==> src/trace_export_cfg.svh <==
// Configuration macros for the trace and event export block
`ifndef TRACE_EXPORT_CFG_SVH
`define TRACE_EXPORT_CFG_SVH

// --------------------------------------------------
// Cluster
// --------------------------------------------------

// Harts feeding events and traces
`define TE_NUM_HARTS 2

// --------------------------------------------------
// Event CDC FIFO
// --------------------------------------------------

// Four slots, pointers carry one extra wrap bit
`define TE_LOG_DEPTH 2
// Read pointer synchronizer depth
`define TE_SYNC_STAGES 3

// --------------------------------------------------
// Field widths
// --------------------------------------------------

`define TE_PC_WIDTH 64
`define TE_EID_WIDTH 8
`define TE_EINFO_WIDTH 32
`define TE_META_WIDTH 4
// Watermark and lost-event counters
`define TE_CNT_WIDTH 16

`endif

==> src/trace_export_pkg.sv <==
// Event, trace and formatted record types plus gray pointer conversion
`include "trace_export_cfg.svh"

package trace_export_pkg;

  // Performance event as pushed into the CDC FIFO
  typedef struct packed {
    logic [`TE_EID_WIDTH-1:0]   e_id;
    logic [`TE_EINFO_WIDTH-1:0] e_info;
    logic [3:0]                 s_id;
  } pmu_event_t;

  // Branch source with its valid flag
  typedef struct packed {
    logic                    v;
    logic [`TE_PC_WIDTH-1:0] pc;
  } trace_src_t;

  typedef struct packed {
    logic [`TE_PC_WIDTH-1:0] pc;
  } trace_tgt_t;

  // Record as seen by the snooper interrupt logic
  typedef struct packed {
    logic [1:0]  priv_lvl;
    logic [31:0] pc_src_h;
    logic [31:0] pc_src_l;
    logic [31:0] pc_dst_h;
    logic [31:0] pc_dst_l;
    logic [31:0] metadata;
    logic [31:0] opcode;
    logic        pc_v;
  } trace_rec_t;

  typedef logic [`TE_LOG_DEPTH:0] ptr_t;

  function automatic ptr_t bin2gray(input ptr_t bin);
    return bin ^ (bin >> 1);
  endfunction

  // MSB passes through, each lower bit folds in the one above
  function automatic ptr_t gray2bin(input ptr_t gray);
    ptr_t bin;
    bin = gray;
    for (int i = `TE_LOG_DEPTH - 1; i >= 0; i--) begin
      bin[i] = bin[i+1] ^ gray[i];
    end
    return bin;
  endfunction

endpackage

==> src/event_cdc_src.sv <==
// Source half of a gray pointer CDC FIFO with event filter and drop pulse
`timescale 1ns/1ps
`include "trace_export_cfg.svh"

module event_cdc_src #(
  parameter type T           = trace_export_pkg::pmu_event_t,
  parameter int  LOG_DEPTH   = `TE_LOG_DEPTH,
  parameter int  SYNC_STAGES = `TE_SYNC_STAGES
) (
  input  logic                   clk_i,
  input  logic                   arst_n_i,
  input  T                       data_i,
  input  logic [LOG_DEPTH:0]     evt_rptr_i,
  output logic [LOG_DEPTH:0]     evt_wptr_o,
  output T [2**LOG_DEPTH-1:0]    evt_data_o,
  output logic                   drop_o
);

  localparam int DEPTH = 2**LOG_DEPTH;
  localparam int PTR_W = LOG_DEPTH + 1;
  // Gray full pattern has the top two bits inverted
  localparam logic [PTR_W-1:0] FULL_MASK = PTR_W'(3) << (LOG_DEPTH - 1);

  logic [PTR_W-1:0]                   wptr_gray_q;
  logic [PTR_W-1:0]                   wptr_bin;
  logic [SYNC_STAGES-1:0][PTR_W-1:0]  rptr_sync_q;
  logic [PTR_W-1:0]                   rptr_sync;
  logic [PTR_W-1:0]                   rptr_sync_bin;
  logic [PTR_W-1:0]                   fill_level;
  T [DEPTH-1:0]                       mem_q;
  logic                               evt_valid;
  logic                               full;
  logic                               push;
  logic                               drop_q;

  // --------------------------------------------------
  // Push filter and full detection
  // --------------------------------------------------

  // Event ID zero means no event this cycle
  assign evt_valid = |data_i.e_id;

  assign wptr_bin      = trace_export_pkg::gray2bin(wptr_gray_q);
  assign rptr_sync     = rptr_sync_q[SYNC_STAGES-1];
  assign rptr_sync_bin = trace_export_pkg::gray2bin(rptr_sync);
  assign fill_level    = wptr_bin - rptr_sync_bin;

  assign full = (wptr_gray_q == (rptr_sync ^ FULL_MASK));
  assign push = evt_valid & ~full;

  // --------------------------------------------------
  // Pointers
  // --------------------------------------------------

  // Read pointer arrives from the other domain
  always_ff @(posedge clk_i or negedge arst_n_i) begin
    if (!arst_n_i) begin
      rptr_sync_q <= '0;
    end else begin
      rptr_sync_q[0] <= evt_rptr_i;
      for (int s = 1; s < SYNC_STAGES; s++) begin
        rptr_sync_q[s] <= rptr_sync_q[s-1];
      end
    end
  end

  // Gray pointer kept in a flop so the crossing sees one bit change
  always_ff @(posedge clk_i or negedge arst_n_i) begin
    if (!arst_n_i) begin
      wptr_gray_q <= '0;
      drop_q      <= 1'b0;
    end else begin
      if (push) begin
        wptr_gray_q <= trace_export_pkg::bin2gray(wptr_bin + PTR_W'(1));
      end
      drop_q <= evt_valid & full;
    end
  end

  // Slot storage
  always_ff @(posedge clk_i) begin
    if (push) begin
      mem_q[wptr_bin[LOG_DEPTH-1:0]] <= data_i;
    end
  end

  assign evt_wptr_o = wptr_gray_q;
  assign evt_data_o = mem_q;
  assign drop_o     = drop_q;

  // --------------------------------------------------
  // Checks
  // --------------------------------------------------

  // Binary fill level at depth must freeze the gray write pointer
  a_hold_when_full: assert property (
    @(posedge clk_i) disable iff (!arst_n_i)
    (fill_level == PTR_W'(DEPTH)) |=> $stable(wptr_gray_q)
  ) else $error("event_cdc_src: write pointer advanced while full");

  // Reader side may lag but never overtake the writer
  a_rptr_behind_wptr: assert property (
    @(posedge clk_i) disable iff (!arst_n_i)
    fill_level <= PTR_W'(DEPTH)
  ) else $error("event_cdc_src: read pointer passed write pointer");

endmodule

==> src/trace_formatter.sv <==
// Trace record formatter with hart selection and one registered record per cycle
`timescale 1ns/1ps
`include "trace_export_cfg.svh"

module trace_formatter (
  input  logic                                               clk_i,
  input  logic                                               arst_n_i,
  input  logic                                               core_select_i,
  input  trace_export_pkg::trace_src_t [`TE_NUM_HARTS-1:0]   trace_src_i,
  input  trace_export_pkg::trace_tgt_t [`TE_NUM_HARTS-1:0]   trace_tgt_i,
  input  logic [`TE_NUM_HARTS-1:0][`TE_META_WIDTH-1:0]       trace_meta_i,
  input  logic [`TE_NUM_HARTS-1:0][1:0]                      priv_lvl_i,
  input  logic [`TE_NUM_HARTS-1:0][31:0]                     opcode_i,
  output trace_export_pkg::trace_rec_t                       rec_o,
  output logic                                               rec_valid_o
);

  trace_export_pkg::trace_src_t src_sel;
  trace_export_pkg::trace_tgt_t tgt_sel;
  trace_export_pkg::trace_rec_t rec_d;
  trace_export_pkg::trace_rec_t rec_q;
  logic                         rec_valid_q;

  // --------------------------------------------------
  // Hart selection
  // --------------------------------------------------

  assign src_sel = trace_src_i[core_select_i];
  assign tgt_sel = trace_tgt_i[core_select_i];

  // Split PCs into 32-bit words, bit 63 and bit 0 dropped
  always_comb begin
    rec_d.priv_lvl = priv_lvl_i[core_select_i];
    rec_d.pc_src_h = {1'b0, src_sel.pc[62:32]};
    rec_d.pc_src_l = {src_sel.pc[31:1], 1'b0};
    rec_d.pc_dst_h = {1'b0, tgt_sel.pc[62:32]};
    rec_d.pc_dst_l = {tgt_sel.pc[31:1], 1'b0};
    rec_d.metadata = 32'(trace_meta_i[core_select_i]);
    rec_d.opcode   = opcode_i[core_select_i];
    rec_d.pc_v     = src_sel.v;
  end

  // --------------------------------------------------
  // Output register
  // --------------------------------------------------

  always_ff @(posedge clk_i) begin
    rec_q <= rec_d;
  end

  // Valid follows the source flag of the chosen hart
  always_ff @(posedge clk_i or negedge arst_n_i) begin
    if (!arst_n_i) begin
      rec_valid_q <= 1'b0;
    end else begin
      rec_valid_q <= src_sel.v;
    end
  end

  assign rec_o       = rec_q;
  assign rec_valid_o = rec_valid_q;

endmodule

==> src/trace_irq_unit.sv <==
// Snooper interrupts from the trace stream plus the lost event counter
`timescale 1ns/1ps
`include "trace_export_cfg.svh"

module trace_irq_unit (
  input  logic                          clk_i,
  input  logic                          arst_n_i,
  input  trace_export_pkg::trace_rec_t  rec_i,
  input  logic                          rec_valid_i,
  input  logic [`TE_NUM_HARTS-1:0]      drop_i,
  input  logic [`TE_CNT_WIDTH-1:0]      watermark_i,
  input  logic [`TE_PC_WIDTH-1:0]       trigger_addr_i,
  input  logic                          irq_clear_i,
  output logic                          watermark_irq_o,
  output logic                          trigger_irq_o,
  output logic [`TE_CNT_WIDTH-1:0]      lost_count_o
);

  logic [`TE_CNT_WIDTH-1:0] rec_cnt_q;
  logic [`TE_CNT_WIDTH-1:0] rec_cnt_d;
  logic [`TE_PC_WIDTH-1:0]  dst_pc;
  logic                     wm_hit;
  logic                     trig_hit;
  logic                     wm_irq_q;
  logic                     trig_irq_q;
  logic [`TE_CNT_WIDTH:0]   lost_sum;
  logic [`TE_CNT_WIDTH-1:0] lost_q;

  // --------------------------------------------------
  // Watermark
  // --------------------------------------------------

  // Count saturates rather than wrapping back under the watermark
  assign rec_cnt_d = (rec_valid_i && rec_cnt_q != '1) ? rec_cnt_q + 1'b1 : rec_cnt_q;

  // Fires on the edge that brings the count to the watermark
  assign wm_hit = rec_valid_i && (watermark_i != '0) && (rec_cnt_d == watermark_i);

  // Words already hold bit 63 and bit 0 as zero
  assign dst_pc   = {rec_i.pc_dst_h, rec_i.pc_dst_l};
  assign trig_hit = rec_valid_i && (dst_pc == trigger_addr_i);

  // Interrupts stay up until software clears them
  always_ff @(posedge clk_i or negedge arst_n_i) begin
    if (!arst_n_i) begin
      rec_cnt_q  <= '0;
      wm_irq_q   <= 1'b0;
      trig_irq_q <= 1'b0;
    end else if (irq_clear_i) begin
      rec_cnt_q  <= '0;
      wm_irq_q   <= 1'b0;
      trig_irq_q <= 1'b0;
    end else begin
      rec_cnt_q  <= rec_cnt_d;
      wm_irq_q   <= wm_irq_q | wm_hit;
      trig_irq_q <= trig_irq_q | trig_hit;
    end
  end

  // --------------------------------------------------
  // Lost events
  // --------------------------------------------------

  // One extra bit catches the carry for saturation
  always_comb begin
    lost_sum = {1'b0, lost_q};
    for (int h = 0; h < `TE_NUM_HARTS; h++) begin
      lost_sum = lost_sum + drop_i[h];
    end
  end

  // Not touched by irq_clear_i
  always_ff @(posedge clk_i or negedge arst_n_i) begin
    if (!arst_n_i) begin
      lost_q <= '0;
    end else begin
      lost_q <= lost_sum[`TE_CNT_WIDTH] ? '1 : lost_sum[`TE_CNT_WIDTH-1:0];
    end
  end

  assign watermark_irq_o = wm_irq_q;
  assign trigger_irq_o   = trig_irq_q;
  assign lost_count_o    = lost_q;

  a_lost_monotonic: assert property (
    @(posedge clk_i) disable iff (!arst_n_i)
    lost_count_o >= $past(lost_count_o)
  ) else $error("trace_irq_unit: lost event count decreased");

endmodule

==> src/trace_export_top.sv <==
// Trace and event export top with per-hart exporters, formatter and IRQ unit
`timescale 1ns/1ps
`include "trace_export_cfg.svh"

module trace_export_top (
  input  logic                                                clk_i,
  input  logic                                                arst_n_i,

  // Per-hart event and trace inputs
  input  trace_export_pkg::pmu_event_t [`TE_NUM_HARTS-1:0]    event_i,
  input  trace_export_pkg::trace_src_t [`TE_NUM_HARTS-1:0]    trace_src_i,
  input  trace_export_pkg::trace_tgt_t [`TE_NUM_HARTS-1:0]    trace_tgt_i,
  input  logic [`TE_NUM_HARTS-1:0][`TE_META_WIDTH-1:0]        trace_meta_i,
  input  logic [`TE_NUM_HARTS-1:0][1:0]                       priv_lvl_i,
  input  logic [`TE_NUM_HARTS-1:0][31:0]                      opcode_i,

  // Snooper configuration levels
  input  logic                                                core_select_i,
  input  logic [`TE_CNT_WIDTH-1:0]                            watermark_i,
  input  logic [`TE_PC_WIDTH-1:0]                             trigger_addr_i,
  input  logic                                                irq_clear_i,

  // Event FIFOs toward the reader domain
  input  logic [`TE_NUM_HARTS-1:0][`TE_LOG_DEPTH:0]           evt_rptr_i,
  output logic [`TE_NUM_HARTS-1:0][`TE_LOG_DEPTH:0]           evt_wptr_o,
  output trace_export_pkg::pmu_event_t
         [`TE_NUM_HARTS-1:0][2**`TE_LOG_DEPTH-1:0]            evt_data_o,

  // Formatted trace and interrupts
  output trace_export_pkg::trace_rec_t                        trace_rec_o,
  output logic                                                trace_valid_o,
  output logic                                                watermark_irq_o,
  output logic                                                trigger_irq_o,
  output logic [`TE_CNT_WIDTH-1:0]                            lost_count_o
);

  logic [`TE_NUM_HARTS-1:0] evt_drop;

  // --------------------------------------------------
  // Event export, one FIFO per hart
  // --------------------------------------------------

  for (genvar h = 0; h < `TE_NUM_HARTS; h++) begin : gen_exporter
    event_cdc_src #(
      .T           ( trace_export_pkg::pmu_event_t ),
      .LOG_DEPTH   ( `TE_LOG_DEPTH                 ),
      .SYNC_STAGES ( `TE_SYNC_STAGES               )
    ) u_event_cdc_src (
      .clk_i      ( clk_i         ),
      .arst_n_i   ( arst_n_i      ),
      .data_i     ( event_i[h]    ),
      .evt_rptr_i ( evt_rptr_i[h] ),
      .evt_wptr_o ( evt_wptr_o[h] ),
      .evt_data_o ( evt_data_o[h] ),
      .drop_o     ( evt_drop[h]   )
    );
  end

  // --------------------------------------------------
  // Trace formatting
  // --------------------------------------------------

  trace_formatter u_trace_formatter (
    .clk_i         ( clk_i         ),
    .arst_n_i      ( arst_n_i      ),
    .core_select_i ( core_select_i ),
    .trace_src_i   ( trace_src_i   ),
    .trace_tgt_i   ( trace_tgt_i   ),
    .trace_meta_i  ( trace_meta_i  ),
    .priv_lvl_i    ( priv_lvl_i    ),
    .opcode_i      ( opcode_i      ),
    .rec_o         ( trace_rec_o   ),
    .rec_valid_o   ( trace_valid_o )
  );

  // --------------------------------------------------
  // Interrupts and lost events
  // --------------------------------------------------

  // Sees the same registered record that leaves the top
  trace_irq_unit u_trace_irq_unit (
    .clk_i           ( clk_i           ),
    .arst_n_i        ( arst_n_i        ),
    .rec_i           ( trace_rec_o     ),
    .rec_valid_i     ( trace_valid_o   ),
    .drop_i          ( evt_drop        ),
    .watermark_i     ( watermark_i     ),
    .trigger_addr_i  ( trigger_addr_i  ),
    .irq_clear_i     ( irq_clear_i     ),
    .watermark_irq_o ( watermark_irq_o ),
    .trigger_irq_o   ( trigger_irq_o   ),
    .lost_count_o    ( lost_count_o    )
  );

endmodule

==> config.mk <==
export PLATFORM = sky130hd
export DESIGN_NAME = trace_export_top
export DESIGN_NICKNAME = d
export VERILOG_FILES = /design/src/trace_export_pkg.sv /design/src/event_cdc_src.sv /design/src/trace_formatter.sv /design/src/trace_irq_unit.sv /design/src/trace_export_top.sv
export VERILOG_INCLUDE_DIRS = /design/src
export SDC_FILE = /design/constraint.sdc
export NUM_CORES = 1
export LEC_CHECK = 0
export BUFFER_PORTS_ARGS = -buffer_cell sky130_fd_sc_hd__buf_2
export CAP_MARGIN = 20
export CORE_AREA = 2 2 419 421
export CTS_BUF_LIST = sky130_fd_sc_hd__clkbuf_4 sky130_fd_sc_hd__clkbuf_8 sky130_fd_sc_hd__clkbuf_16
export DETAILED_ROUTE_END_ITERATION = 10
export DIE_AREA = 0 0 421 423
export GPL_ROUTABILITY_DRIVEN = 0
export MAX_ROUTING_LAYER = met4
export PLACE_DENSITY = 0.41
export SLEW_MARGIN = 20
export SYNTH_ARGS = -nofsm -noshare
export SYNTH_HDL_FRONTEND = slang
export SYNTH_HIERARCHICAL = 1
export SYNTH_SLANG_ARGS = --single-unit
==> constraint.sdc <==
create_clock -name clk_i -period 6.41 [get_ports clk_i]
set_input_delay 1.282 -clock clk_i [delete_from_list [all_inputs] [get_ports clk_i]]
set_output_delay 1.282 -clock clk_i [all_outputs]
set_load 0.1 [all_outputs]
Word level (Yosys, flattened, before mapping)
Index checks and enable logic that the tools add are counted.
Operators by class
  add/subtract/negate cells: 5
  order comparisons: 5
  equality and inequality tests: 5
  multiplexer cells: 21
  bitwise operators: 16
  reductions and logical operators: 9
Operator list (count)
  $bwmux W176: 2
  $demux W44 S2: 2
  $mux W65: 2
  $mux W63: 2
  $mux W44: 2
  $eq A63 B64 Y1: 1
  $mux W32: 2
  $mux W16: 3
  $add A16 B1 Y17: 1
  $add A17 B1 Y17: 1
  $add A16 B1 Y16 const B: 1
  $eq A16 B16 Y1: 1
  $ne A16 B16 Y1 const B: 1
  $reduce_bool A16 Y1: 1
  $reduce_or A8 Y1: 2
  $mux W4: 2
  $add A3 B1 Y3 const B: 2
  $eq A3 B3 Y1: 2
  $logic_and A1 B1 Y1: 6
  $lt A2 B3 Y1 const B: 2
  $xor A3 B2 Y3: 2
  $and A1 B1 Y1: 4
  $ge A2 B1 Y1 const B: 2
  $mux W2: 2
  6 further kinds: 13
Storage, ports and cells
  register bits after elaboration: 576
  input port bits: 512
  word-level logic and storage cells: 108

Depth between registers and ports, before layout
  depth after elaboration: 7
  mapped depth: 9
  gate-level depth less buffers: 8

Cells and area by module
The synthesis kept the hierarchy.
Modules (own cells, without submodules)
  event_cdc_src: instances 2, cells each 217, area each 5834.3 um2
  trace_formatter: instances 1, cells each 378, area each 5776.8 um2
  trace_irq_unit: instances 1, cells each 360, area each 3072.9 um2

Worst setup path before layout
OpenSTA, ideal clock, no wires.
  path kind: reg-to-reg
  start point: reg (tool-made name)
  end point: reg gen_exporter[0].u_event_cdc_src.mem_q, in the netlist gen_exporter[0].u_event_cdc_src/evt_data_o[0], enable pin
  setup time: 500 ps
  data arrival time: 4487 ps
  required time: 5910 ps
  slack: 1423 ps
  cell stages (with the launch flop): 6
  period minus slack after synthesis: 4987 ps
  path through: dfrtp_1 -> buf_2 -> xor2_1 -> nand3_2 -> nand2_2 -> nor3_1
RTL lines
  end signal, assigned by index: RTL line event_cdc_src.sv:83  | mem_q[wptr_bin[LOG_DEPTH-1:0]] <= data_i;
  end, declared: RTL line event_cdc_src.sv:30  | T [DEPTH-1:0] mem_q;

Worst setup path after layout
  start point: reg u_trace_formatter.rec_q, in the netlist u_trace_formatter/rec_o[92]
  end point: out trace_rec_o[92] (netlist name)
RTL lines
  start, declared: RTL line trace_formatter.sv:21  | trace_export_pkg::trace_rec_t rec_q;
  start signal, assigned: RTL line trace_formatter.sv:48  | rec_q <= rec_d;
  end, declared: RTL line trace_export_top.sv:30  | output trace_export_pkg::trace_rec_t trace_rec_o,
No word-level cell between the ends.

==> impl_metrics.csv <==
group,metric,value,unit
cts,cts_tree,"done",
placement,numPortBuffers,1043,
route,route.detailed.drc,0,
floorplanning,die_h,423,um
grt,grt_overflow_total,0,
critical_path,max_stage_delay,760,ps
critical_path,worst-path-buf-inv,1,
finish,syn2layout_area_growth,50.6,%
timing,drv_slew,0,
grt,grt_max_degree,78,
critical_path,timing.rr.end,"u_trace_irq_unit/watermark_irq_o$_DFF_PN0_",
logic_synthesis,syn_inst,1172,
critical_path,worstPathMaxFanout,3,
critical_path,slowest_stage,"dfxtp_1",
logic_synthesis,ys_types,70,
timing,finalSetupViolCount,0,
timing,max_freq,0.302,GHz
timing,skew,41.5,ps
floorplanning,row_count,153,
timing,fin_crit,3310,ps
critical_path,path_depth,1,
cts,holdBufCountCts,0,
critical_path,cp-start-kind,"flop",
timing,tightest_slew,910,ps
critical_path,setup.worst_path.end,"trace_rec_o[92]",
timing,hold_slack,346,ps
critical_path,critical_path.endpoint_type,"output port",
logic_synthesis,yosys_warnings,6,
timing,rsz0062_at_grt,"false",
critical_path,crit_start,"u_trace_formatter/rec_o[92]$_DFF_P_",
route,num_vias,14096,
floorplanning,fp.dieW,421,um
cts,cts.repair.resized,0,
route,wl,88.7,mm
route,first_pass_iters,4,
finish,fill_cells,19105,
logic_synthesis,ys_seq_area_frac,0.749,
finish,final_net_count,2779,
timing,post-route-period-util,0.516,
floorplanning,io_pins,1084,
logic_synthesis,synth_top_area_cell,"edfxtp_1",
logic_synthesis,syn_area_per_cell,17.5,um2
grt,grt_pass1_vias,14523,
timing,slew_headroom,0.386,
logic_synthesis,ys_top_cells_by_count,"edfxtp_1 (352), dfxtp_1 (163), mux2_2 (95)",
cts,clk_path_buf_depth,3,
critical_path,r2r-start,"u_trace_irq_unit/rec_cnt_q[0]$_DFF_PN0_",
timing,final.setup.tns,0,ps
cts,clkSinkCount,576,
logic_synthesis,synth_top_area_frac,0.515,
floorplanning,fp.dieArea,178000,um2
timing,hold_viol,0,
cts,post_cts_buffers,0,
run,cap_viol_max_count,0,
logic_synthesis,synth_area_leaders,"edfxtp_1 (52%), dfxtp_1 (16%), dfrtp_1 (7.4%)",
critical_path,path_delay_family,"flip-flops",
grt,grt_pass1_wl,117,mm
cts,cts_buffers,70,
logic_synthesis,synth_edf_count,352,
logic_synthesis,synth.most_common_cell,"edfxtp_1",
route,via_per_inst,3.03,
grt,antenna_found_initial,23,
route,drt_first_iter_violations,566,
critical_path,rrSetupSlack,3330,ps
finish,drive_gt1_frac,0.593,
critical_path,required,5130,ps
critical_path,crit_chain,"buf_2",
grt,grt.total_usage,0.0983,
critical_path,crit_type,"reg -> out",
critical_path,worstPathArrival,2020,ps
route,postRouteAntennaNets,0,
run_status,status,"complete, no violations",
cts,path_clk_slew,60,ps
placement,dpl.hpwl,71.9,mm
logic_synthesis,synth-async-reset-ratio,0.106,
logic_synthesis,ys_ff_latch,576,
floorplanning,start_util,0.118,
logic_synthesis,dominantRegCellSynth,"edfxtp_1",
worst_hold_path,hp-class,"reg -> reg",
cts,root_buffer,"clkbuf_16",
logic_synthesis,syn_area,20500,um2
cts,htreeDepth,3,
critical_path,ff2ff_path_depth,8,
cts,worstSkewPairLatency,700,ps
route,wl_per_cell,19.1,um
floorplanning,coreArea,173000,um2
[cell type report]
| type | instances | area (um2) | share of cell area |
|---|---|---|---|
| Inverter | 35 | 131 | 0.00425 |
| Antenna cell | 7 | 17.5 | 0.000567 |
| Timing Repair Buffer | 1058 | 5370 | 0.174 |
| Tap cell | 2325 | 2910 | 0.0941 |
| Clock inverter | 36 | 428 | 0.0138 |
| Multi-Input combinational cell | 523 | 4720 | 0.153 |
| Sequential cell | 576 | 15400 | 0.497 |
| Clock buffer | 91 | 1970 | 0.0638 |
[cell families (layout without fill, tap and decap cells)]
family                   after synthesis  in the layout  share of synthesized area
other                                  1             39                   0.000183
AO/OA/AOI/OAI                         68             68                     0.0245
multiplexers                         175            175                      0.108
buffers and inverters                104           1220                     0.0305
flip-flops                           576            576                      0.749
adder cells (fa/ha/maj)                3              3                    0.00220
XOR/XNOR                              85             85                     0.0374
AND/OR/NAND/NOR                      160            160                     0.0483
[per-stage QoR]
step                worst slack, ps  cells  cell area [um2]  utilization
floorplan                      1420   1203            20600            -
global placement               2230   4516            28500        0.164
detailed placement             2220   4517            28500        0.164
CTS                            2910   4644            30900        0.178
global route                   2980   4649            30900        0.178
finish                         3100   4651            30900        0.178
[worst min path at each step]
stage	startpoint	end	slack, ps	cells after the start
after global routing	gen_exporter[1].u_event_cdc_src/rptr_sync_q[1]$_DFF_PN0_	gen_exporter[1].u_event_cdc_src/rptr_sync_q[4]$_DFF_PN0_	350	0
after detailed placement	gen_exporter[1].u_event_cdc_src/rptr_sync_q[1]$_DFF_PN0_	gen_exporter[1].u_event_cdc_src/rptr_sync_q[4]$_DFF_PN0_	330	0
final	gen_exporter[0].u_event_cdc_src/rptr_sync_q[1]$_DFF_PN0_	gen_exporter[0].u_event_cdc_src/rptr_sync_q[4]$_DFF_PN0_	350	0
after floorplan	gen_exporter[0].u_event_cdc_src/rptr_sync_q[3]$_DFF_PN0_	gen_exporter[0].u_event_cdc_src/rptr_sync[0]$_DFF_PN0_	330	0
after CTS	gen_exporter[1].u_event_cdc_src/rptr_sync_q[5]$_DFF_PN0_	gen_exporter[1].u_event_cdc_src/rptr_sync[2]$_DFF_PN0_	350	0
after global placement	gen_exporter[1].u_event_cdc_src/rptr_sync_q[1]$_DFF_PN0_	gen_exporter[1].u_event_cdc_src/rptr_sync_q[4]$_DFF_PN0_	330	0
[layer usage]
| metal | GRT usage | up-vias | routed length (um) |
|---|---|---|---|
| met3 | 0.0222 | 129 | 4550 |
| met2 | 0.186 | 606 | 49900 |
| met4 | 0.0443 | 0 | 3370 |
| met5 | - | - | 0 |
| li1 | - | 6486 | - |
| met1 | 0.0941 | 6875 | 30800 |
[cell usage in the layout, fill, tap and decap left out, types with 6 or more instances in the layout]
cell type / n
a221oi_1: 6
edfxtp_1: 352
buf_4: 15
a31oi_1: 6
nand2_1: 21
mux2i_1: 8
nand3_1: 21
conb_1: 32
a21oi_1: 10
clkinv_2: 11
clkbuf_16: 71
clkinv_1: 7
clkbuf_4: 13
nor2_1: 28
o21ai_0: 7
dfrtp_1: 61
nand4_1: 12
dfxtp_1: 163
buf_2: 1041
and3_1: 8
mux2_4: 70
nor4_1: 16
xnor2_1: 25
inv_1: 35
clkbuf_8: 7
diode_2: 7
xor2_1: 57
mux2_2: 95
[sequential cells by signal (all words and copies together) (netlist names), named ones only]
signal and cells:
u_trace_irq_unit/rec_cnt_q 16, gen_exporter.u_event_cdc_src/rptr_sync 6, gen_exporter.u_event_cdc_src/evt_wptr_o 2, u_trace_formatter/rec_valid_o 1, gen_exporter.u_event_cdc_src/rptr_sync_q 12, gen_exporter.u_event_cdc_src/drop_o 2, u_trace_formatter/rec_o 163, gen_exporter.u_event_cdc_src/evt_data_o 352
u_trace_irq_unit/lost_count_o 16, u_trace_irq_unit/watermark_irq_o 1, u_trace_irq_unit/trigger_irq_o 1
Power is left out: the tool's default activity adds up to more than one toggle a clock period on the data nets, which glitch-free logic cannot reach.
